<file path="config.mk">
export PLATFORM = sky130hd
export DESIGN_NAME = cpu_control
export DESIGN_NICKNAME = d
export VERILOG_FILES = /design/src/logic/cpu_ctrl_pkg.sv /design/src/logic/branch_condition.sv /design/src/logic/cpu_control.sv /design/src/logic/ctrl_sequencer.sv /design/src/logic/instr_decoder.sv
export VERILOG_INCLUDE_DIRS = /design/src /design/src/logic
export SDC_FILE = /design/constraint.sdc
export NUM_CORES = 1
export LEC_CHECK = 0
export BUFFER_PORTS_ARGS = -buffer_cell sky130_fd_sc_hd__buf_2
export CAP_MARGIN = 15
export CELL_PAD_IN_SITES_DETAIL_PLACEMENT = 0
export CELL_PAD_IN_SITES_GLOBAL_PLACEMENT = 2
export CORE_MARGIN = 8
export CORE_UTILIZATION = 23
export CTS_CLUSTER_DIAMETER = 120
export DETAILED_ROUTE_END_ITERATION = 10
export PLACE_DENSITY_LB_ADDON = 0.08
export SETUP_SLACK_MARGIN = 0.02
export SYNTH_ARGS = -nofsm -noshare
export SYNTH_HDL_FRONTEND = slang
export SYNTH_SLANG_ARGS = --single-unit
</file>
<file path="constraint.sdc">
create_clock -name clock -period 4.6 [get_ports clock]
set_input_delay 0.92 -clock clock [delete_from_list [all_inputs] [get_ports clock]]
set_output_delay 0.92 -clock clock [all_outputs]
set_load 0.02 [all_outputs]
</file>
<file path="src/logic/cpu_ctrl_params.svh">
`ifndef CPU_CTRL_PARAMS_SVH
`define CPU_CTRL_PARAMS_SVH

// addressing modes, ir[31:30]
`define MODE_REG        2'h0
`define MODE_REGIND     2'h1
`define MODE_IMM        2'h2
`define MODE_DIR        2'h3

// register mode
`define OP_NOP          7'h00
`define OP_CMP          7'h09
`define OP_MOV          7'h0a
`define OP_COM          7'h0b
`define OP_NEG          7'h0c
`define OP_ALU_REG_HI   3'h2   // 0x20-0x2f, low bits are the ALU function

// register-indirect mode
`define OP_ST_L         7'h00
`define OP_LD_L         7'h01
`define OP_ST_H         7'h02
`define OP_LD_H         7'h03
`define OP_ST_B         7'h04
`define OP_LD_B         7'h05
`define OP_JMP          7'h09

// immediate mode, branches run from bra at 0x00 up to brn
`define OP_BRN          7'h0b
`define OP_LDIU         7'h0c

// direct mode
`define OP_ALU_IMM_HI   3'h0   // 0x00-0x0f
`define OP_TRAP         7'h32

`define PCSEL_INC       3'h1
`define PCSEL_MAR       3'h2
`define PCSEL_BRANCH    3'h3
`define PCSEL_ALU       3'h4
`define PCSEL_VECTOR    3'h5

`define ALU2SEL_REG     3'h0
`define ALU2SEL_SIMM    3'h1
`define ALU2SEL_FOUR    3'h4

`define REGSEL_ALU      4'h0
`define REGSEL_MDR      4'h1
`define REGSEL_NEG      4'h2
`define REGSEL_COM      4'h3
`define REGSEL_MOV      4'h4
`define REGSEL_UIMM     4'h6

`define MDRSEL_BUS      3'h1
`define MDRSEL_RA       3'h3
`define MDRSEL_PC       3'h6

`define MARSEL_BUS      2'h1
`define MARSEL_ALU      2'h2

`define ALU_ADD         3'h2
`define ALU_SUB         3'h3

`define REG_SP          4'hf
`define EXC_BAD_OPCODE  4'h3

`endif

</file>
<file path="src/logic/cpu_ctrl_pkg.sv">
package cpu_ctrl_pkg;

  typedef logic [31:0] instr_word_t;
  typedef logic [3:0]  reg_addr_t;
  typedef logic [3:0]  ccr_t;        // carry, negative, overflow, zero
  typedef logic [3:0]  exc_cause_t;  // 0 reset, 1-7 irq, 8-15 trap
  typedef logic [3:0]  byte_lanes_t;
  typedef logic [2:0]  alu_func_t;
  typedef logic [1:0]  mode_t;
  typedef logic [6:0]  opcode_t;

  typedef enum logic [1:0] {
    state_reset,
    state_exception,
    state_fetch,
    state_execute
  } ctrl_state_e;

  typedef enum logic [3:0] {
    class_nop,
    class_alu_reg,
    class_alu_imm,
    class_cmp,
    class_unary,
    class_branch,
    class_ldiu,
    class_load,
    class_store,
    class_jmp,
    class_trap,
    class_illegal
  } instr_class_e;

  typedef enum logic [1:0] {
    size_long,
    size_half,
    size_byte
  } access_size_e;

  typedef struct packed {
    alu_func_t  alu_func;
    logic [2:0] alu2sel;
    logic [3:0] regsel;
    logic [2:0] mdrsel;
    logic [1:0] marsel;
    logic [2:0] pcsel;
    logic       ccr_write;
    logic       ir_write;
    logic       addrsel;   // 0 PC, 1 MAR
  } datapath_ctrl_t;

  typedef struct packed {
    reg_addr_t read_addr1;
    reg_addr_t read_addr2;
    reg_addr_t write_addr;
    logic      write;
  } regfile_ctrl_t;

  typedef struct packed {
    logic        read;
    logic        write;
    byte_lanes_t byteenable;
  } bus_ctrl_t;

  typedef struct packed {
    instr_class_e iclass;
    alu_func_t    alu_func;
    access_size_e size;
    logic [3:0]   branch_cond;
    reg_addr_t    ra;
    reg_addr_t    rb;
    reg_addr_t    rc;
    logic [3:0]   unary_regsel;
    logic [2:0]   trap_code;
  } decoded_instr_t;

endpackage

</file>
<file path="src/logic/branch_condition.sv">
`timescale 1ns/100ps

module branch_condition (
  input  logic [3:0]         cond,
  input  cpu_ctrl_pkg::ccr_t ccr,
  output logic               taken
);

  logic carry, negative, overflow, zero;
  logic lt_signed;

  assign {carry, negative, overflow, zero} = ccr;
  assign lt_signed = negative ^ overflow;

  always_comb begin
    case (cond)
      4'd0:    taken = 1'b1;               // bra
      4'd1:    taken = zero;               // eq
      4'd2:    taken = ~zero;              // ne
      4'd3:    taken = ~(zero | carry);    // gtu
      4'd4:    taken = ~(zero | lt_signed); // gt
      4'd5:    taken = ~lt_signed;         // ge
      4'd6:    taken = zero | lt_signed;   // le
      4'd7:    taken = lt_signed;          // lt
      4'd8:    taken = ~carry;             // geu
      4'd9:    taken = carry;              // ltu
      4'd10:   taken = carry | zero;       // leu
      default: taken = 1'b0;               // brn and unused codes
    endcase
  end

endmodule

</file>
<file path="src/logic/cpu_control.sv">
`timescale 1ns/100ps

module cpu_control (
  input  logic                         clock,
  input  logic                         reset_n,
  input  cpu_ctrl_pkg::instr_word_t    ir,
  input  cpu_ctrl_pkg::ccr_t           ccr,
  input  logic                         bus_wait,
  input  cpu_ctrl_pkg::exc_cause_t     interrupt,
  input  logic [1:0]                   bus_align,
  output cpu_ctrl_pkg::datapath_ctrl_t dp_ctrl,
  output cpu_ctrl_pkg::regfile_ctrl_t  rf_ctrl,
  output cpu_ctrl_pkg::bus_ctrl_t      bus_ctrl,
  output cpu_ctrl_pkg::exc_cause_t     exception
);

  import cpu_ctrl_pkg::*;

  decoded_instr_t decoded;
  logic [3:0]     branch_cond;
  logic           taken;

  instr_decoder u_decoder (
    .ir      (ir),
    .decoded (decoded)
  );

  branch_condition u_branch (
    .cond  (branch_cond),
    .ccr   (ccr),
    .taken (taken)
  );

  ctrl_sequencer u_sequencer (
    .clock       (clock),
    .reset_n     (reset_n),
    .decoded     (decoded),
    .taken       (taken),
    .bus_wait    (bus_wait),
    .interrupt   (interrupt),
    .bus_align   (bus_align),
    .branch_cond (branch_cond),
    .dp_ctrl     (dp_ctrl),
    .rf_ctrl     (rf_ctrl),
    .bus_ctrl    (bus_ctrl),
    .exception   (exception)
  );

endmodule

</file>
<file path="src/logic/ctrl_sequencer.sv">
`timescale 1ns/100ps
`include "cpu_ctrl_params.svh"

module ctrl_sequencer (
  input  logic                         clock,
  input  logic                         reset_n,
  input  cpu_ctrl_pkg::decoded_instr_t decoded,
  input  logic                         taken,
  input  logic                         bus_wait,
  input  cpu_ctrl_pkg::exc_cause_t     interrupt,
  input  logic [1:0]                   bus_align,
  output logic [3:0]                   branch_cond,
  output cpu_ctrl_pkg::datapath_ctrl_t dp_ctrl,
  output cpu_ctrl_pkg::regfile_ctrl_t  rf_ctrl,
  output cpu_ctrl_pkg::bus_ctrl_t      bus_ctrl,
  output cpu_ctrl_pkg::exc_cause_t     exception
);

  import cpu_ctrl_pkg::*;

  ctrl_state_e state, state_next;
  logic [2:0]  step, step_next;
  exc_cause_t  cause, cause_next;
  byte_lanes_t lanes;

  assign branch_cond = decoded.branch_cond;
  assign exception   = cause;

  // lane 3 is the byte at alignment 0
  always_comb begin
    case (decoded.size)
      size_half: lanes = bus_align[1] ? 4'b0011 : 4'b1100;
      size_byte: lanes = 4'b1000 >> bus_align;
      default:   lanes = 4'b1111;
    endcase
  end

  always_ff @(posedge clock or negedge reset_n) begin
    if (!reset_n) begin
      state <= state_reset;
      step  <= '0;
      cause <= '0;
    end else begin
      state <= state_next;
      step  <= step_next;
      cause <= cause_next;
    end
  end

  always_comb begin
    state_next = state;
    step_next  = step;
    cause_next = cause;

    dp_ctrl          = '0;
    dp_ctrl.alu_func = `ALU_ADD;
    rf_ctrl.read_addr1 = decoded.ra;
    rf_ctrl.read_addr2 = decoded.rb;
    rf_ctrl.write_addr = decoded.ra;
    rf_ctrl.write      = 1'b0;
    bus_ctrl.read       = 1'b0;
    bus_ctrl.write      = 1'b0;
    bus_ctrl.byteenable = 4'b1111;

    case (state)
      state_reset: begin
        cause_next = '0;
        state_next = state_exception;
        step_next  = 3'h3;               // no PC push on reset
      end
      state_exception: begin
        case (step)
          3'h0: begin                    // SP - 4, PC into MDR
            dp_ctrl.alu2sel    = `ALU2SEL_FOUR;
            dp_ctrl.alu_func   = `ALU_SUB;
            dp_ctrl.mdrsel     = `MDRSEL_PC;
            rf_ctrl.read_addr1 = `REG_SP;
            step_next = 3'h1;
          end
          3'h1: begin
            dp_ctrl.marsel     = `MARSEL_ALU;
            dp_ctrl.addrsel    = 1'b1;
            rf_ctrl.write_addr = `REG_SP;
            rf_ctrl.write      = 1'b1;
            bus_ctrl.write     = 1'b1;
            step_next = 3'h2;
          end
          3'h2: begin
            dp_ctrl.addrsel = 1'b1;
            bus_ctrl.write  = 1'b1;
            if (!bus_wait)
              step_next = 3'h3;
          end
          3'h3: begin
            dp_ctrl.pcsel = `PCSEL_VECTOR;
            step_next = 3'h4;
          end
          3'h4: begin                    // read the handler address
            bus_ctrl.read = 1'b1;
            if (!bus_wait)
              step_next = 3'h5;
          end
          3'h5: begin
            bus_ctrl.read  = 1'b1;
            dp_ctrl.marsel = `MARSEL_BUS;
            step_next = 3'h6;
          end
          default: begin
            dp_ctrl.pcsel = `PCSEL_MAR;
            step_next  = '0;
            state_next = state_fetch;
          end
        endcase
      end
      state_fetch: begin
        case (step)
          3'h0: begin
            bus_ctrl.read = 1'b1;
            if (|interrupt) begin
              cause_next = interrupt;
              state_next = state_exception;
            end else if (!bus_wait) begin
              step_next = 3'h1;
            end
          end
          3'h1: begin
            bus_ctrl.read    = 1'b1;
            dp_ctrl.ir_write = 1'b1;
            step_next = 3'h2;
          end
          default: begin
            dp_ctrl.pcsel = `PCSEL_INC;
            step_next  = '0;
            state_next = state_execute;
          end
        endcase
      end
      default: begin
        dp_ctrl.alu_func = decoded.alu_func;
        case (decoded.iclass)
          class_nop: state_next = state_fetch;
          class_alu_reg, class_alu_imm: begin
            rf_ctrl.read_addr1 = decoded.rb;
            if (decoded.iclass == class_alu_imm)
              dp_ctrl.alu2sel = `ALU2SEL_SIMM;
            else
              rf_ctrl.read_addr2 = decoded.rc;
            if (step == 3'h0) begin
              step_next = 3'h1;
            end else begin
              rf_ctrl.write = 1'b1;      // rA <= ALU result
              step_next  = '0;
              state_next = state_fetch;
            end
          end
          class_cmp: begin
            dp_ctrl.ccr_write = 1'b1;
            state_next = state_fetch;
          end
          class_unary: begin
            dp_ctrl.regsel = decoded.unary_regsel;
            rf_ctrl.write  = 1'b1;
            state_next = state_fetch;
          end
          class_branch: begin
            if (taken)
              dp_ctrl.pcsel = `PCSEL_BRANCH;
            state_next = state_fetch;
          end
          class_ldiu: begin
            dp_ctrl.regsel = `REGSEL_UIMM;
            rf_ctrl.write  = 1'b1;
            state_next = state_fetch;
          end
          class_load, class_store: begin
            dp_ctrl.addrsel     = 1'b1;
            bus_ctrl.byteenable = lanes;
            case (step)
              3'h0: begin                // rB + offset
                rf_ctrl.read_addr1 = decoded.rb;
                dp_ctrl.alu2sel    = `ALU2SEL_SIMM;
                step_next = 3'h1;
              end
              3'h1: begin
                dp_ctrl.marsel = `MARSEL_ALU;
                if (decoded.iclass == class_store)
                  dp_ctrl.mdrsel = `MDRSEL_RA;
                step_next = 3'h2;
              end
              3'h2: begin
                if (decoded.iclass == class_store) begin
                  bus_ctrl.write = 1'b1;
                end else begin
                  bus_ctrl.read  = 1'b1;
                  dp_ctrl.mdrsel = `MDRSEL_BUS;
                end
                if (!bus_wait)
                  step_next = 3'h3;
              end
              default: begin
                if (decoded.iclass == class_load) begin
                  dp_ctrl.regsel = `REGSEL_MDR;
                  rf_ctrl.write  = 1'b1;
                end
                step_next  = '0;
                state_next = state_fetch;
              end
            endcase
          end
          class_jmp: begin
            if (step == 3'h0) begin
              rf_ctrl.read_addr1 = decoded.rb;
              dp_ctrl.alu2sel    = `ALU2SEL_SIMM;
              step_next = 3'h1;
            end else begin
              dp_ctrl.pcsel = `PCSEL_ALU;
              step_next  = '0;
              state_next = state_fetch;
            end
          end
          class_trap: begin
            cause_next = {1'b1, decoded.trap_code}; // software traps sit at 8-15
            step_next  = '0;
            state_next = state_exception;
          end
          default: begin
            cause_next = `EXC_BAD_OPCODE;
            step_next  = '0;
            state_next = state_exception;
          end
        endcase
      end
    endcase
  end

endmodule

</file>
<file path="src/logic/instr_decoder.sv">
`timescale 1ns/100ps
`include "cpu_ctrl_params.svh"

module instr_decoder (
  input  cpu_ctrl_pkg::instr_word_t    ir,
  output cpu_ctrl_pkg::decoded_instr_t decoded
);

  import cpu_ctrl_pkg::*;

  mode_t   mode;
  opcode_t op;

  assign mode = ir[31:30];

  // opcode field width depends on the mode
  always_comb begin
    case (mode)
      `MODE_REG: op = ir[29:23];
      `MODE_DIR: op = {1'b0, ir[29:24]};
      default:   op = {3'b000, ir[29:26]};
    endcase
  end

  always_comb begin
    decoded.iclass       = class_illegal;
    decoded.alu_func     = `ALU_ADD;       // address arithmetic
    decoded.size         = size_long;
    decoded.branch_cond  = op[3:0];
    decoded.ra           = ir[19:16];
    decoded.rb           = ir[15:12];
    decoded.rc           = ir[11:8];
    decoded.unary_regsel = `REGSEL_MOV;
    decoded.trap_code    = ir[2:0];

    case (mode)
      `MODE_REG: begin
        if (op == `OP_NOP) begin
          decoded.iclass = class_nop;
        end else if (op == `OP_CMP) begin
          decoded.iclass   = class_cmp;
          decoded.alu_func = `ALU_SUB;
        end else if (op == `OP_MOV || op == `OP_COM || op == `OP_NEG) begin
          decoded.iclass = class_unary;
          if (op == `OP_COM)
            decoded.unary_regsel = `REGSEL_COM;
          else if (op == `OP_NEG)
            decoded.unary_regsel = `REGSEL_NEG;
        end else if (op[6:4] == `OP_ALU_REG_HI) begin
          decoded.iclass   = class_alu_reg;
          decoded.alu_func = op[2:0];
        end
      end
      `MODE_REGIND: begin
        case (op)
          `OP_ST_L, `OP_ST_H, `OP_ST_B: decoded.iclass = class_store;
          `OP_LD_L, `OP_LD_H, `OP_LD_B: decoded.iclass = class_load;
          `OP_JMP:                      decoded.iclass = class_jmp;
          default:                      decoded.iclass = class_illegal;
        endcase
        case (op[2:1])                 // pairs st/ld per size
          2'b00:   decoded.size = size_long;
          2'b01:   decoded.size = size_half;
          default: decoded.size = size_byte;
        endcase
      end
      `MODE_IMM: begin
        if (op <= `OP_BRN)
          decoded.iclass = class_branch;
        else if (op == `OP_LDIU)
          decoded.iclass = class_ldiu;
      end
      default: begin
        if (op[6:4] == `OP_ALU_IMM_HI) begin
          decoded.iclass   = class_alu_imm;
          decoded.alu_func = op[2:0];
        end else if (op == `OP_TRAP) begin
          decoded.iclass = class_trap;
        end
      end
    endcase
  end

endmodule

</file>
==> out/qor.log, run 1 <==
qor: sta.timing.clock.skew 0.00192 ns
qor: final_layout.drive_gt1_share 49.1%
qor: die.fp-row-count 36
qor: global_routing.globalRoute.totalOverflow 0
qor: sta.relative_slew_margins 58.1%
qor: cts.clk_path_buf_depth 2
qor: yosys.post_synth_instance_area 2250 um^2
qor: final_layout.fin_nets 541
qor: yosys.flip_flop_and_latch_count_after_synthesis 9
qor: die.dieHeight 115 um
qor: die.num_io_pins 89
qor: yosys.synth_async_sr_flop_share 100%
qor: yosys.ys_dominant_reg_cell sky130_fd_sc_hd__dfrtp_1
qor: die.die_area 13,200 um^2
qor: global_routing.grt_first_pass_wirelength 15.8 mm
qor: power.seq_power_share 11.1%
qor: yosys.synth_area_leaders sky130_fd_sc_hd__dfrtp_1 (10%), sky130_fd_sc_hd__nand2_1 (6.3%), sky130_fd_sc_hd__nor2_1 (6.0%), sky130_fd_sc_hd__ha_1 (5.6%), sky130_fd_sc_hd__o21ai_0 (5.6%)
qor: setup_path.arrival 3.87 ns
qor: setup_path.timing.critical_path.required 3.68 ns
qor: power.combinationalPowerShare 83.2%
qor: setup_path.crit_type in2out
qor: final_layout.multi_input_combinational_cell_area 2140 um^2
qor: cts.ctsHtreeMaxLevel 1
qor: cts.cts.root.buffer_cell sky130_fd_sc_hd__clkbuf_8
qor: die.floorplan_core_area 9640 um^2
qor: yosys.synth_sequential_area_ratio 10.0%
qor: drt.drt.antenna.violating_nets 0
qor: power.static-leakage-power 1.71 nW
qor: sta.max_freq 209 MHz
qor: yosys.synthesis.instances 334
qor: cts.numCtsBuffers 3
qor: sta.report.final.setup_viol 18
qor: sta.min_period_over_period 104%
qor: yosys.yosys.area.top_type sky130_fd_sc_hd__dfrtp_1
qor: cts.clkLatencyLatePin 0.23 ns
qor: yosys.area_fraction_of_the_dominant_cell_type_after_synthesis 10.0%
qor: place.place.gp.congestion 0.823
qor: drt.detailed_router_iteration_count_before_antenna_repair 4
qor: yosys.synth_edf_count 0
qor: cts.cts.sink_count 9
qor: power.p_int 0.000723 W
qor: yosys.yosysUniqueCellTypes 64
qor: drt.wirelength 10.0 mm
qor: place.io_buffer_count 78
qor: drt.wirelength_per_cell 16.3 um
qor: global_routing.grt_pass1_vias 3,100
qor: status.run_status complete, but fails checks
qor: sta.finalWorstPathRequiredPeriod 4.79 ns
qor: final_layout.filler_cell_count 1,061
qor: yosys.synth_area_per_cell 6.74 um^2
qor: setup_path.worstSetupEndpointType output pin
qor: cts.tritoncts built
qor: final_layout.antenna_cells_inserted 0
qor: setup_path.r2r_cells 8
qor: yosys.ys_top_cells_by_count sky130_fd_sc_hd__nand2_1 (38), sky130_fd_sc_hd__nor2_1 (36), sky130_fd_sc_hd__o21ai_0 (25)
qor: global_routing.number_of_antenna_violations_at_the_first_check_in_global_routing 0
qor: place.place.detailed.hpwl 8.26 mm
qor: sta.timing_max_transition_violations_final 0
qor: status.failed_checks setup timing
qor: setup_path.cp_max_fo 6
qor: die.chipWidth 115 um
qor: drt.num_vias 3,119
qor: power.power_density 411 nW/um^2
qor: sta.hold_ws 0.497 ns
qor: sta.setup_repair_after_global_routing_missed_its_margin yes
qor: power.vdd_drop_max 0.182 mV
qor: setup_path.start_kind primary input
qor: min_path.worstHoldPathType reg2reg
qor: sta.worst_margin_pin_slew 0.622 ns
qor: drt.drcViolationCount 0
qor: power.power.net_switching 0.000847 W
qor: drt.detailed_router_s_first_iteration_violation_count 194
qor: drt.route.detailed.vias_per_inst 5.05
qor: final_layout.flow.area_growth_from_synthesis 69.5%
qor: global_routing.globalRouteTotalUtil 14.5%
qor: power.sw_frac_of_total 54.0%
qor: min_path.worst_hold_path.num_cells 1
qor: sta.finalHoldViolCount 0
qor: sta.setup_tns -1.86 ns
qor: global_routing.grt_max_degree 21
qor: run.max_cap_viol_count 0
qor: sta.setup_ws -0.192 ns
qor: yosys.yosys_warnings 0
qor: cts.clk_pin_slew 0.04 ns
qor: power.clock_power_share 5.7%
qor: final_layout.area.sequential 225 um^2
qor: yosys.synth.most_common_cell sky130_fd_sc_hd__nand2_1
qor: die.effective_utilization_at_floorplan 23.4%
==> flip-flops by register name (all words and copies together), names as in the netlist <==
name	cells
u_sequencer.state	2
u_sequencer.exception	4
u_sequencer.step	3
==> per-layer routing <==
| layer | up-vias | global-route usage [%] | wire length [um] |
|---|---|---|---|
| li1 | 1575 | - | - |
| met4 | 0 | 1.31 | 30 |
| met5 | - | 0 | 0 |
| met1 | 1451 | 19.9 | 4980 |
| met3 | 2 | 2.10 | 562 |
| met2 | 91 | 24.2 | 4470 |
==> timing repair <==
item                       4_1_cts  5_1_grt
resized for setup               35       33
pin swaps                       10       14
setup buffers                    5        5
setup endpoints to repair       26       27
hold buffers                     0        0
cloned                           1        0
==> power groups by stage <==
stage / combinational [W] / clock, W / sequential [W]
after floorplan: 0.000785 / 0 / 0.000155
after global placement: 0.00120 / 0 / 0.000175
after detailed placement: 0.00120 / 0 / 0.000174
after CTS: 0.00125 / 0.0000912 / 0.000174
after global routing: 0.00142 / 0.0000956 / 0.000181
final: 0.00131 / 0.0000895 / 0.000174
==> cells in the final DEF (no fill, tap or decap), types with 3 or more instances in the layout <==
cell	Yosys	final
sky130_fd_sc_hd__buf_4	4	88
sky130_fd_sc_hd__buf_2	5	61
sky130_fd_sc_hd__nand2_1	38	34
sky130_fd_sc_hd__nor2_1	36	30
sky130_fd_sc_hd__a21oi_1	22	21
sky130_fd_sc_hd__o21ai_0	25	19
sky130_fd_sc_hd__buf_6	1	14
sky130_fd_sc_hd__nand3_1	14	10
sky130_fd_sc_hd__nor3_1	11	9
sky130_fd_sc_hd__mux2_2	9	9
sky130_fd_sc_hd__dfrtp_1	9	9
sky130_fd_sc_hd__o211ai_1	8	8
sky130_fd_sc_hd__nor2b_1	8	8
sky130_fd_sc_hd__inv_1	10	8
sky130_fd_sc_hd__ha_1	10	8
sky130_fd_sc_hd__o31ai_1	8	6
sky130_fd_sc_hd__a22oi_1	6	6
sky130_fd_sc_hd__nand3_2	1	5
sky130_fd_sc_hd__or2_2	6	5
sky130_fd_sc_hd__nand2b_1	6	5
sky130_fd_sc_hd__a221o_1	5	5
sky130_fd_sc_hd__a31oi_1	5	5
sky130_fd_sc_hd__nand2_2	0	4
sky130_fd_sc_hd__nand4b_1	4	4
sky130_fd_sc_hd__a221oi_2	0	4
sky130_fd_sc_hd__nor2_2	0	4
sky130_fd_sc_hd__o21ai_4	1	3
sky130_fd_sc_hd__nor4_1	3	3
sky130_fd_sc_hd__o2111ai_1	4	3
sky130_fd_sc_hd__nand4_1	3	3
sky130_fd_sc_hd__or4_4	1	3
sky130_fd_sc_hd__clkbuf_8	0	3
==> worst max-delay path, cell delays in order <==
cell,delay (ns)
sky130_fd_sc_hd__buf_8,0.11
sky130_fd_sc_hd__inv_12,0.03
sky130_fd_sc_hd__ha_4,0.29
sky130_fd_sc_hd__clkbuf_4,0.20
sky130_fd_sc_hd__nand2b_4,0.08
sky130_fd_sc_hd__a22oi_4,0.24
sky130_fd_sc_hd__nor3_2,0.08
sky130_fd_sc_hd__a21o_1,0.17
sky130_fd_sc_hd__or4_4,0.50
sky130_fd_sc_hd__or4_4,0.58
sky130_fd_sc_hd__o21ai_4,0.12
sky130_fd_sc_hd__and4_4,0.32
sky130_fd_sc_hd__o21ai_2,0.07
sky130_fd_sc_hd__buf_6,0.14
==> cell type report <==
type                            count  share of cell area [%]
Clock buffer                        4                    1.18
Inverter                           12                    1.57
Multi-Input combinational cell    293                    56.0
Sequential cell                     9                    5.90
Tap cell                          133                    4.36
Timing Repair Buffer              167                    31.0
==> stage by stage <==
| step | util [%] | cell area [um^2] | worst slack (ns) | total power (W) | cells |
|---|---|---|---|---|---|
| floorplan | - | 2390 | -0.0581 | 0.000941 | 335 |
| global placement | 35.5 | 3420 | -0.380 | 0.00137 | 603 |
| detailed placement | 35.5 | 3420 | -0.405 | 0.00137 | 603 |
| CTS | 37.7 | 3640 | -0.242 | 0.00152 | 613 |
| global route | 39.6 | 3820 | -0.289 | 0.00170 | 618 |
| finish | 39.6 | 3820 | -0.192 | 0.00157 | 618 |
==> cells by family (layout without fill, tap and decap cells) <==
family | Yosys count | count (layout) | share of synthesized area [%]
AO/OA/AOI/OAI | 120 | 121 | 38.0
XOR/XNOR | 4 | 4 | 1.56
adder cells (fa/ha/maj) | 10 | 10 | 5.56
buffers and inverters | 34 | 183 | 6.95
flip-flops | 9 | 9 | 10.0
multiplexers | 11 | 11 | 5.50
other | 1 | 2 | 0.167
AND/OR/NAND/NOR | 145 | 145 | 32.3
==> final timing paths <==
| check | from | end | slack (ns) |
|---|---|---|---|
| max reg2reg | u_sequencer.state[0]$_DFFE_PN0P_ | u_sequencer.state[0]$_DFFE_PN0P_ | 2.33 |
| max | ir[31] | bus_ctrl[3] | -0.19 |
| min reg2reg | u_sequencer.exception[3]$_DFFE_PN0P_ | u_sequencer.exception[3]$_DFFE_PN0P_ | 0.50 |
| min | u_sequencer.exception[3]$_DFFE_PN0P_ | u_sequencer.exception[3]$_DFFE_PN0P_ | 0.50 |
| max in group asynchronous | reset_n | u_sequencer.exception[1]$_DFFE_PN0P_ | 3.89 |
| min in group asynchronous | reset_n | u_sequencer.step[0]$_DFFE_PN0P_ | 0.53 |
(Power assumes the default switching activity.)
==> inputs of run 2 (changes only) <==
- REMOVE_ABC_BUFFERS: default -> 1
- SETUP_SLACK_MARGIN: 0.02 -> 0.3
==> run 2 against run 1 <==
Against the previous run:
- the run still ends with setup timing left
- total power rose by 2.6%
- clock skew fell by 0.0012 ns
- hold slack improved by 0.0018 ns
- largest cell class unchanged
- highest routed layer unchanged
- final area rose by 5.8%
- first-iteration DRC count fell by 23%
- wire length rose by 3.0%
- die area did not move
- non-clock buffer count rose by 12
- clock power rose by 2.7%
==> out/qor.log, run 2 (synthesized netlist as in run 1, its figures left out) <==
qor: cts.tritoncts built
qor: place.dpl_worst_slack -0.609 ns [-0.205 ns]
qor: global_routing.number_of_antenna_violations_at_the_first_check_in_global_routing 0 [unchanged]
qor: final_layout.drive_gt1_share 50.9% [+1.8 points]
qor: cts.clk_path_buf_depth 2 [unchanged]
qor: global_routing.grt_pass1_vias 3,248 [+4.8%]
qor: setup_path.slowest_delay 0.57 ns [about the same]
qor: sta.worst_margin_pin_slew 0.712 ns [+0.0905 ns]
qor: sta.setup_ws -0.304 ns [-0.112 ns]
qor: final_layout.filler_cell_count 1,053 [-0.75%]
qor: drt.drcViolationCount 0 [unchanged]
qor: power.combinationalPowerShare 83.6% [+0.4 points]
qor: power.sw_frac_of_total 53.7% [-0.21 points]
qor: drt.route.detailed.vias_per_inst 5.09 [+0.89%]
qor: final_layout.fin_nets 553 [+2.2%]
qor: drt.detailed_router_iteration_count_before_antenna_repair 4 [unchanged]
qor: die.num_io_pins 89 [unchanged]
qor: place.place.detailed.hpwl 8.16 mm [-1.3%]
qor: power.power_density 399 nW/um^2 [-3.1%]
qor: die.effective_utilization_at_floorplan 23.4% [unchanged]
qor: sta.setup_repair_after_global_routing_missed_its_margin yes
qor: sta.timing_max_transition_violations_final 0 [unchanged]
qor: setup_path.timing.critical_path.required 3.68 ns [about the same]
qor: drt.num_vias 3,208 [+2.9%]
qor: global_routing.grt_first_pass_wirelength 16.6 mm [+5.0%]
qor: drt.wirelength 10.3 mm [+3.0%]
qor: cts.postCtsHoldBufs 0 [unchanged]
qor: die.die_area 13,200 um^2 [unchanged]
qor: final_layout.final-instance-count-excl-fill 630 [+1.9%]
qor: sta.finalWorstPathRequiredPeriod 4.90 ns [+0.112 ns]
qor: final_layout.largest_reg_flops 4 [unchanged]
qor: power.power.net_switching 0.000865 W [+2.2%]
qor: status.run_status complete, but fails checks
qor: drt.detailed_router_s_first_iteration_violation_count 149 [-23%]
qor: power.static-leakage-power 1.79 nW [+5.0%]
qor: sta.timing.clock.skew 0.000712 ns [-0.00121 ns]
qor: power.p_int 0.000745 W [+3.0%]
qor: place.placed_cell_area 3320 um^2 [-3.1%]
qor: final_layout.flow.area_growth_from_synthesis 79.4%
qor: cts.cts.sink_count 9 [unchanged]
qor: min_path.worstHoldPathType reg2reg
qor: setup_path.critical_path.top_delay_family simple AND/OR/NAND/NOR gates
qor: final_layout.layout.cells.most_common sky130_fd_sc_hd__buf_4
qor: power.seq_power_share 10.7% [-0.4 points]
qor: final_layout.stdcell_area 4040 um^2 [+5.8%]
qor: die.chipWidth 115 um [unchanged]
qor: cts.clkLatencyLatePin 0.23 ns [about the same]
qor: place.place.gp.congestion 0.865 [+5.0%]
qor: power.clock_power_share 5.7% [about the same]
qor: global_routing.grt_max_degree 20 [-4.8%]
qor: place.dp_cells 606 [+0.50%]
qor: setup_path.cp_max_fo 8 [+2]
qor: setup_path.crit_slowest_cell sky130_fd_sc_hd__or4_4
qor: status.failed_checks setup timing
qor: sta.max_freq 204 MHz [-2.3%]
qor: sta.finalHoldViolCount 0 [unchanged]
qor: setup_path.path_buf_inv 6 [+2]
qor: die.floorplan_core_area 9640 um^2 [unchanged]
qor: cts.clk_pin_slew 0.04 ns [about the same]
qor: setup_path.path_cells buf_6 > buf_6 > ha_4 > a221o_1 > buf_4 > nand4_1 > a31oi_1 > a21o_1 > or4_4 > buf_4 > buf_6 > nor2_4 > nand2_1 > or4_4 > o31ai_2 > buf_4
qor: setup_path.arrival 3.98 ns [+0.11 ns]
qor: cts.cts.root.buffer_cell sky130_fd_sc_hd__clkbuf_8
qor: run.max_cap_viol_count 0 [unchanged]
qor: die.dieHeight 115 um [unchanged]
qor: setup_path.timing.reg2reg.setup_slack 2.24 ns [-0.09 ns]
qor: sta.hold_ws 0.499 ns [+0.00182 ns]
qor: place.io_buffer_count 78 [unchanged]
qor: final_layout.leading_cell_types_in_the_layout_fill_and_taps_excluded sky130_fd_sc_hd__buf_4 (90), sky130_fd_sc_hd__buf_2 (55), sky130_fd_sc_hd__nand2_1 (35), sky130_fd_sc_hd__buf_6 (33), sky130_fd_sc_hd__nor2_1 (31)
qor: sta.relative_slew_margins 52.1% [-6.0 points]
qor: setup_path.start_kind primary input
qor: cts.ctsHtreeMaxLevel 1 [unchanged]
qor: power.vdd_drop_max 0.206 mV [+13%]
qor: global_routing.globalRouteTotalUtil 15.2% [+0.71 points]
qor: die.fp-row-count 36 [unchanged]
qor: drt.wirelength_per_cell 16.4 um [+1.0%]
qor: sta.report.final.setup_viol 23 [+5]
qor: setup_path.crit_type in2out
qor: sta.min_period_over_period 107% [+2.4 points]
qor: global_routing.globalRoute.totalOverflow 0 [unchanged]
qor: setup_path.worstSetupEndpointType output pin
qor: cts.numCtsBuffers 3 [unchanged]
qor: final_layout.antenna_cells_inserted 0 [unchanged]
qor: drt.drt.antenna.violating_nets 0 [unchanged]
[run 2: cell count changes in the layout (fill, tap and decap cells not counted), sizes merged]
cell,delta
clkbuf,-1
buf,+13
[run 2: worst paths after layout]
| check | depth (start not counted) | start | to |
|---|---|---|---|
| worst min register to register | 1 | u_sequencer.exception[0]$_DFFE_PN0P_ | u_sequencer.exception[0]$_DFFE_PN0P_ |
| max in group asynchronous | 1 | reset_n | u_sequencer.state[1]$_DFFE_PN0P_ |
| worst max-delay path | 16 | ir[30] | dp_ctrl[3] |
| worst max register to register | 8 | u_sequencer.state[0]$_DFFE_PN0P_ | u_sequencer.state[0]$_DFFE_PN0P_ |
| min in group asynchronous | 1 | reset_n | u_sequencer.step[0]$_DFFE_PN0P_ |
| worst min-delay path | 1 | u_sequencer.exception[0]$_DFFE_PN0P_ | u_sequencer.exception[0]$_DFFE_PN0P_ |
[run 2: area by class of cell]
| cell class | instances | area (um^2) | area share (%) |
|---|---|---|---|
| multi-input cells | 293 | 2210 | 54.8 |
| clock buffers | 4 | 45.0 | 1.12 |
| repair buffers | 179 | 1340 | 33.1 |
| well taps | 133 | 166 | 4.12 |
| flip-flops and latches | 9 | 225 | 5.58 |
| inverters | 12 | 50.0 | 1.24 |
[run 2: power by group through the flow]
stage	combinational (W)	sequential, W	clock [W]
floorplan	0.000706	0.000174	0
global placement	0.00117	0.000170	0
detailed placement	0.00116	0.000172	0
CTS	0.00129	0.000171	0.0000954
global route	0.00148	0.000182	0.0000981
finish	0.00135	0.000172	0.0000919
[run 2: stage by stage]
stage	total power, W	utilization (%)	setup TNS (ns)
after detailed placement	0.00134	34.4	-12.38
after global routing	0.00176	41.9	-7.51
final	0.00161	41.9	-4.60
after CTS	0.00155	40.2	-5.00
after global placement	0.00134	34.4	-12.63
after floorplan	0.000881	-	-4.67
[run 2: per-layer routing]
| metal | GRT usage, % | vias to the layer above | wire length, um |
|---|---|---|---|
| li1 | - | 1599 | - |
| met1 | 20.7 | 1514 | 4980 |
| met2 | 25.2 | 87 | 4720 |
| met3 | 2.05 | 8 | 565 |
| met4 | 2.45 | 0 | 79 |
| met5 | 0 | - | 0 |
[run 2: what timing repair did]
action                                  in CTS  in global routing
gates cloned                                 1                  0
pin swaps                                   25                  9
setup buffers                               18                  1
resized for setup                           96                 35
endpoints found under the setup margin      29                 29
==> inputs of run 3 (changes only) <==
- CORE_UTILIZATION: 23 -> 25
- SYNTH_HIERARCHICAL: default -> 1
==> run 3 against run 2 <==
Against the previous run:
- the flow still finishes with violations (setup timing)
- sequential power shrank 20%
- clock-buffer cell count fell by 1
- final area is 0.46% lower
- hold slack worse by 0.012 ns
- largest cell class unchanged
==> out/qor.log, run 3 <==
qor: setup_path.start_kind primary input
qor: final_layout.flow.area_growth_from_synthesis 55.6%
qor: drt.wirelength_per_cell 15.6 um [-5.0%]
qor: sta.timing.clock.skew 0.00524 ns [+0.00453 ns]
qor: die.dieHeight 118 um [+2.4%]
qor: setup_path.critical_path.top_delay_family simple AND/OR/NAND/NOR gates
qor: final_layout.leading_cell_types_in_the_layout_fill_and_taps_excluded sky130_fd_sc_hd__buf_4 (87), sky130_fd_sc_hd__buf_2 (52), sky130_fd_sc_hd__nor2_1 (27), sky130_fd_sc_hd__buf_6 (23), sky130_fd_sc_hd__nand2_1 (22)
qor: place.dpl_worst_slack -0.617 ns [-0.00829 ns]
qor: setup_path.crit_slowest_cell sky130_fd_sc_hd__or4b_4
qor: drt.num_vias 3,026 [-5.7%]
qor: yosys.synth.mux.area_fraction 5.23% [-0.27 points]
qor: min_path.worst_hold_path.endpoint u_sequencer/exception[2]$_DFFE_PN0P_
qor: power.clock_power_share 5.6% [about the same]
qor: yosys.post_synth_instance_area 2580 um^2 [+15%]
qor: die.die_area 13,800 um^2 [+4.8%]
qor: die.floorplan_core_area 10,200 um^2 [+5.7%]
qor: final_layout.layout.cells.most_common sky130_fd_sc_hd__buf_4
qor: cts.clk_path_buf_depth 2 [unchanged]
qor: drt.drcViolationCount 0 [unchanged]
qor: drt.detailed_router_iteration_count_before_antenna_repair 4 [unchanged]
qor: power.power_density 414 nW/um^2 [+3.7%]
qor: cts.clkLatencyLatePin 0.24 ns [about the same]
qor: sta.hold_ws 0.487 ns [-0.0119 ns]
qor: setup_path.cpMostUsedCell sky130_fd_sc_hd__buf_4
qor: global_routing.grt_pass1_vias 3,096 [-4.7%]
qor: cts.numCtsBuffers 3 [unchanged]
qor: setup_path.cp_max_fo 8 [unchanged]
qor: global_routing.globalRouteTotalUtil 13.1% [-2.2 points]
qor: yosys.flip_flop_and_latch_count_after_synthesis 9 [unchanged]
qor: sta.report.final.setup_viol 16 [-30%]
qor: global_routing.globalRoute.totalOverflow 0 [unchanged]
qor: power.static-leakage-power 1.74 nW [-2.8%]
qor: yosys.synthesis.instances 352 [+5.4%]
qor: setup_path.arrival 3.80 ns [-0.18 ns]
qor: sta.finalWorstPathRequiredPeriod 4.72 ns [-0.182 ns]
qor: sta.max_freq 212 MHz [+3.9%]
qor: yosys.synth.most_common_cell sky130_fd_sc_hd__nor2_1
qor: setup_path.timing.reg2reg.setup_slack 2.06 ns [-0.18 ns]
qor: yosys.yosys.area.top_type sky130_fd_sc_hd__dfrtp_1
qor: power.report.power.total 0.00166 W [+3.2%]
qor: cts.cts.root.buffer_cell sky130_fd_sc_hd__clkbuf_8
qor: yosys.area_fraction_of_the_dominant_cell_type_after_synthesis 8.72% [-1.3 points]
qor: place.io_buffer_count 78 [unchanged]
qor: sta.finalHoldViolCount 0 [unchanged]
qor: cts.postCtsHoldBufs 0 [unchanged]
qor: power.power.net_switching 0.000868 W [+0.24%]
qor: die.chipWidth 118 um [+2.4%]
qor: die.effective_utilization_at_floorplan 25.4% [+2.0 points]
qor: yosys.synth_compound_area_share 31.3% [-6.6 points]
qor: sta.setup_tns -0.670 ns [+3.93 ns]
qor: yosys.synth_simple_gate_area_share 30.3% [-2.0 points]
qor: drt.route.detailed.vias_per_inst 4.96 [-2.6%]
qor: yosys.synth_xor_xnor_area_share 1.70% [+0.14 points]
qor: final_layout.drive_gt1_share 53.2% [+2.3 points]
qor: die.num_io_pins 89 [unchanged]
qor: setup_path.timing.critical_path.required 3.68 ns [about the same]
qor: yosys.largest_family_of_logic_cells_by_synthesized_area compound AO/OA/AOI/OAI gates
qor: power.seq_power_share 8.2% [-2.5 points]
qor: setup_path.worstSetupEndpointType output pin
qor: status.run_status complete, but fails checks
qor: setup_path.reg_to_reg_start u_sequencer/state[0]$_DFFE_PN0P_
qor: sta.timing_max_transition_violations_final 0 [unchanged]
qor: cts.ctsHtreeMaxLevel 1 [unchanged]
qor: global_routing.grt_first_pass_wirelength 15.4 mm [-6.9%]
qor: run.max_cap_viol_count 0 [unchanged]
qor: sta.worst_margin_pin_slew 1.09 ns [+0.374 ns]
qor: yosys.synth_async_sr_flop_share 100% [unchanged]
qor: sta.min_period_over_period 103% [-4.0 points]
qor: cts.cts.sink_count 9 [unchanged]
qor: min_path.holdCritStartpoint u_sequencer/exception[2]$_DFFE_PN0P_
qor: final_layout.fin_nets 532 [-3.8%]
qor: yosys.synth_edf_count 0 [unchanged]
qor: place.place.gp.congestion 0.788 [-8.9%]
qor: yosys.post_synth_fa_ha_maj_area_fraction 5.81% [+0.26 points]
qor: yosys.ys_top_cells_by_count sky130_fd_sc_hd__nor2_1 (30), sky130_fd_sc_hd__nand2_1 (27), sky130_fd_sc_hd__buf_4 (24)
qor: sta.relative_slew_margins 27.6% [-25 points]
qor: final_layout.final-instance-count-excl-fill 610 [-3.2%]
qor: drt.detailed_router_s_first_iteration_violation_count 133 [-11%]
qor: status.failed_checks setup timing
qor: sta.setup_repair_after_global_routing_missed_its_margin yes
qor: final_layout.largest_reg_flops 4 [unchanged]
qor: place.place.detailed.hpwl 7.14 mm [-12%]
qor: min_path.worst_hold_path.num_cells 1 [unchanged]
qor: cts.tritoncts built
qor: die.fp-row-count 37 [+2.8%]
qor: power.p_int 0.000794 W [+6.7%]
qor: yosys.synth_sequential_area_ratio 8.72% [-1.3 points]
qor: setup_path.path_buf_inv 5 [-1]
qor: global_routing.grt_max_degree 26 [+30%]
qor: global_routing.number_of_antenna_violations_at_the_first_check_in_global_routing 0 [unchanged]
qor: setup_path.slowest_delay 0.55 ns [-0.02 ns]
qor: setup_path.path_cells buf_8 > inv_6 > ha_4 > buf_6 > nor2b_4 > or2_4 > nor4_4 > a311o_1 > o211ai_1 > buf_4 > or4b_4 > or2_0 > a21oi_1 > buf_4
qor: drt.wirelength 9.51 mm [-8.0%]
qor: setup_path.rr_endpoint u_sequencer/step[1]$_DFFE_PN0P_
qor: min_path.worstHoldPathType reg2reg
qor: yosys.yosysUniqueCellTypes 92 [+44%]
qor: power.sw_frac_of_total 52.2% [-1.5 points]
qor: yosys.ys_dominant_reg_cell sky130_fd_sc_hd__dfrtp_1
qor: power.vdd_drop_max 0.216 mV [+5.0%]
qor: setup_path.r2r_cells 8 [unchanged]
qor: setup_path.crit_type in2out
qor: yosys.synth_area_per_cell 7.34 um^2 [+8.9%]
qor: drt.drt.antenna.violating_nets 0 [unchanged]
qor: yosys.yosys_warnings 6 [+6]
qor: place.dp_cells 580 [-4.3%]
qor: yosys.synth_area_leaders sky130_fd_sc_hd__dfrtp_1 (8.7%), sky130_fd_sc_hd__buf_4 (7.0%), sky130_fd_sc_hd__ha_1 (5.8%), sky130_fd_sc_hd__nor2_1 (4.4%), sky130_fd_sc_hd__o21ai_0 (4.1%)
qor: final_layout.antenna_cells_inserted 0 [unchanged]
qor: cts.clk_pin_slew 0.05 ns [about the same]
qor: sta.setup_ws -0.122 ns [+0.182 ns]
qor: power.combinationalPowerShare 86.1% [+2.5 points]
run 3: cell types whose count changed after synthesis, sizes merged, moves of 6 or more:
| cell | delta |
|---|---|
| buf | +30 |
| clkbuf | -6 |
| inv | +11 |
| nand2 | -10 |
| nand3 | -13 |
| nor2 | -6 |
run 3: power groups by stage:
stage	registers, W	logic, W	clock network [W]
2_1_floorplan	0.000194	0.000741	0
3_3_place_gp	0.000138	0.00122	0
3_5_place_dp	0.000139	0.00121	0
4_1_cts	0.000137	0.00136	0.0000985
5_1_grt	0.000140	0.00156	0.000104
6_report	0.000137	0.00143	0.0000938
run 3: final cells by class:
type	instances	area, um^2
Timing Repair Buffer	165	1220
Tap cell	136	170
Multi-Input combinational cell	275	2260
Clock buffer	3	41.3
Inverter	21	96.3
Fill cell	1089	6170
Sequential cell	9	225
Clock inverter	1	5.00
run 3: repair_timing:
item / 4_1_cts / 5_1_grt
resized for setup: 110 / 29
pin swaps: 28 / 17
setup endpoints to repair: 27 / 27
endpoints found under the hold margin: 0 / 0
setup buffers: 20 / 6
run 3: how the worst max path moves through the flow:
stage,start,endpoint,depth (start not counted)
3_5_place_dp,ir[30],rf_ctrl[9],16
5_1_grt,ir[31],bus_ctrl[5],14
6_report,ir[31],dp_ctrl[8],14
2_1_floorplan,ir[30],dp_ctrl[7],11
3_3_place_gp,ir[30],rf_ctrl[9],15
4_1_cts,ir[31],dp_ctrl[8],14
run 3: worst reg2reg max path, stage by stage, from the launching register on:
cell and delay, ns:
sky130_fd_sc_hd__dfrtp_1 0.39, sky130_fd_sc_hd__ha_1 0.90, sky130_fd_sc_hd__buf_4 0.41, sky130_fd_sc_hd__nand2b_1 0.15
sky130_fd_sc_hd__a211oi_2 0.25, sky130_fd_sc_hd__buf_4 0.14, sky130_fd_sc_hd__buf_4 0.09, sky130_fd_sc_hd__o21ai_1 0.05
sky130_fd_sc_hd__o21ai_1 0.08
run 3: metrics by stage:
step | instance area (um^2) | utilization [%]
2_1_floorplan | 2240 | -
3_3_place_gp | 3260 | 32.0
3_5_place_dp | 3260 | 32.0
4_1_cts | 3840 | 37.7
5_1_grt | 4020 | 39.5
6_report | 4020 | 39.5
run 3: layer usage:
layer / vias up / wire length, um / global-route usage, % / part of all wire, %
met5: - / 0 / 0 / 0
met4: 0 / 50 / 2.24 / 0.53
met3: 6 / 333 / 2.06 / 3.5
met2: 59 / 4590 / 22.5 / 48
met1: 1444 / 4540 / 16.9 / 48
li1: 1517 / - / - / -
run 3: cells by family after synthesis:
family | after synthesis
flops | 9
xor+xnor | 5
compound gates | 111
fa+ha+maj | 12
simple gates | 133
mux | 12
other cells | 2
buf+inv | 68
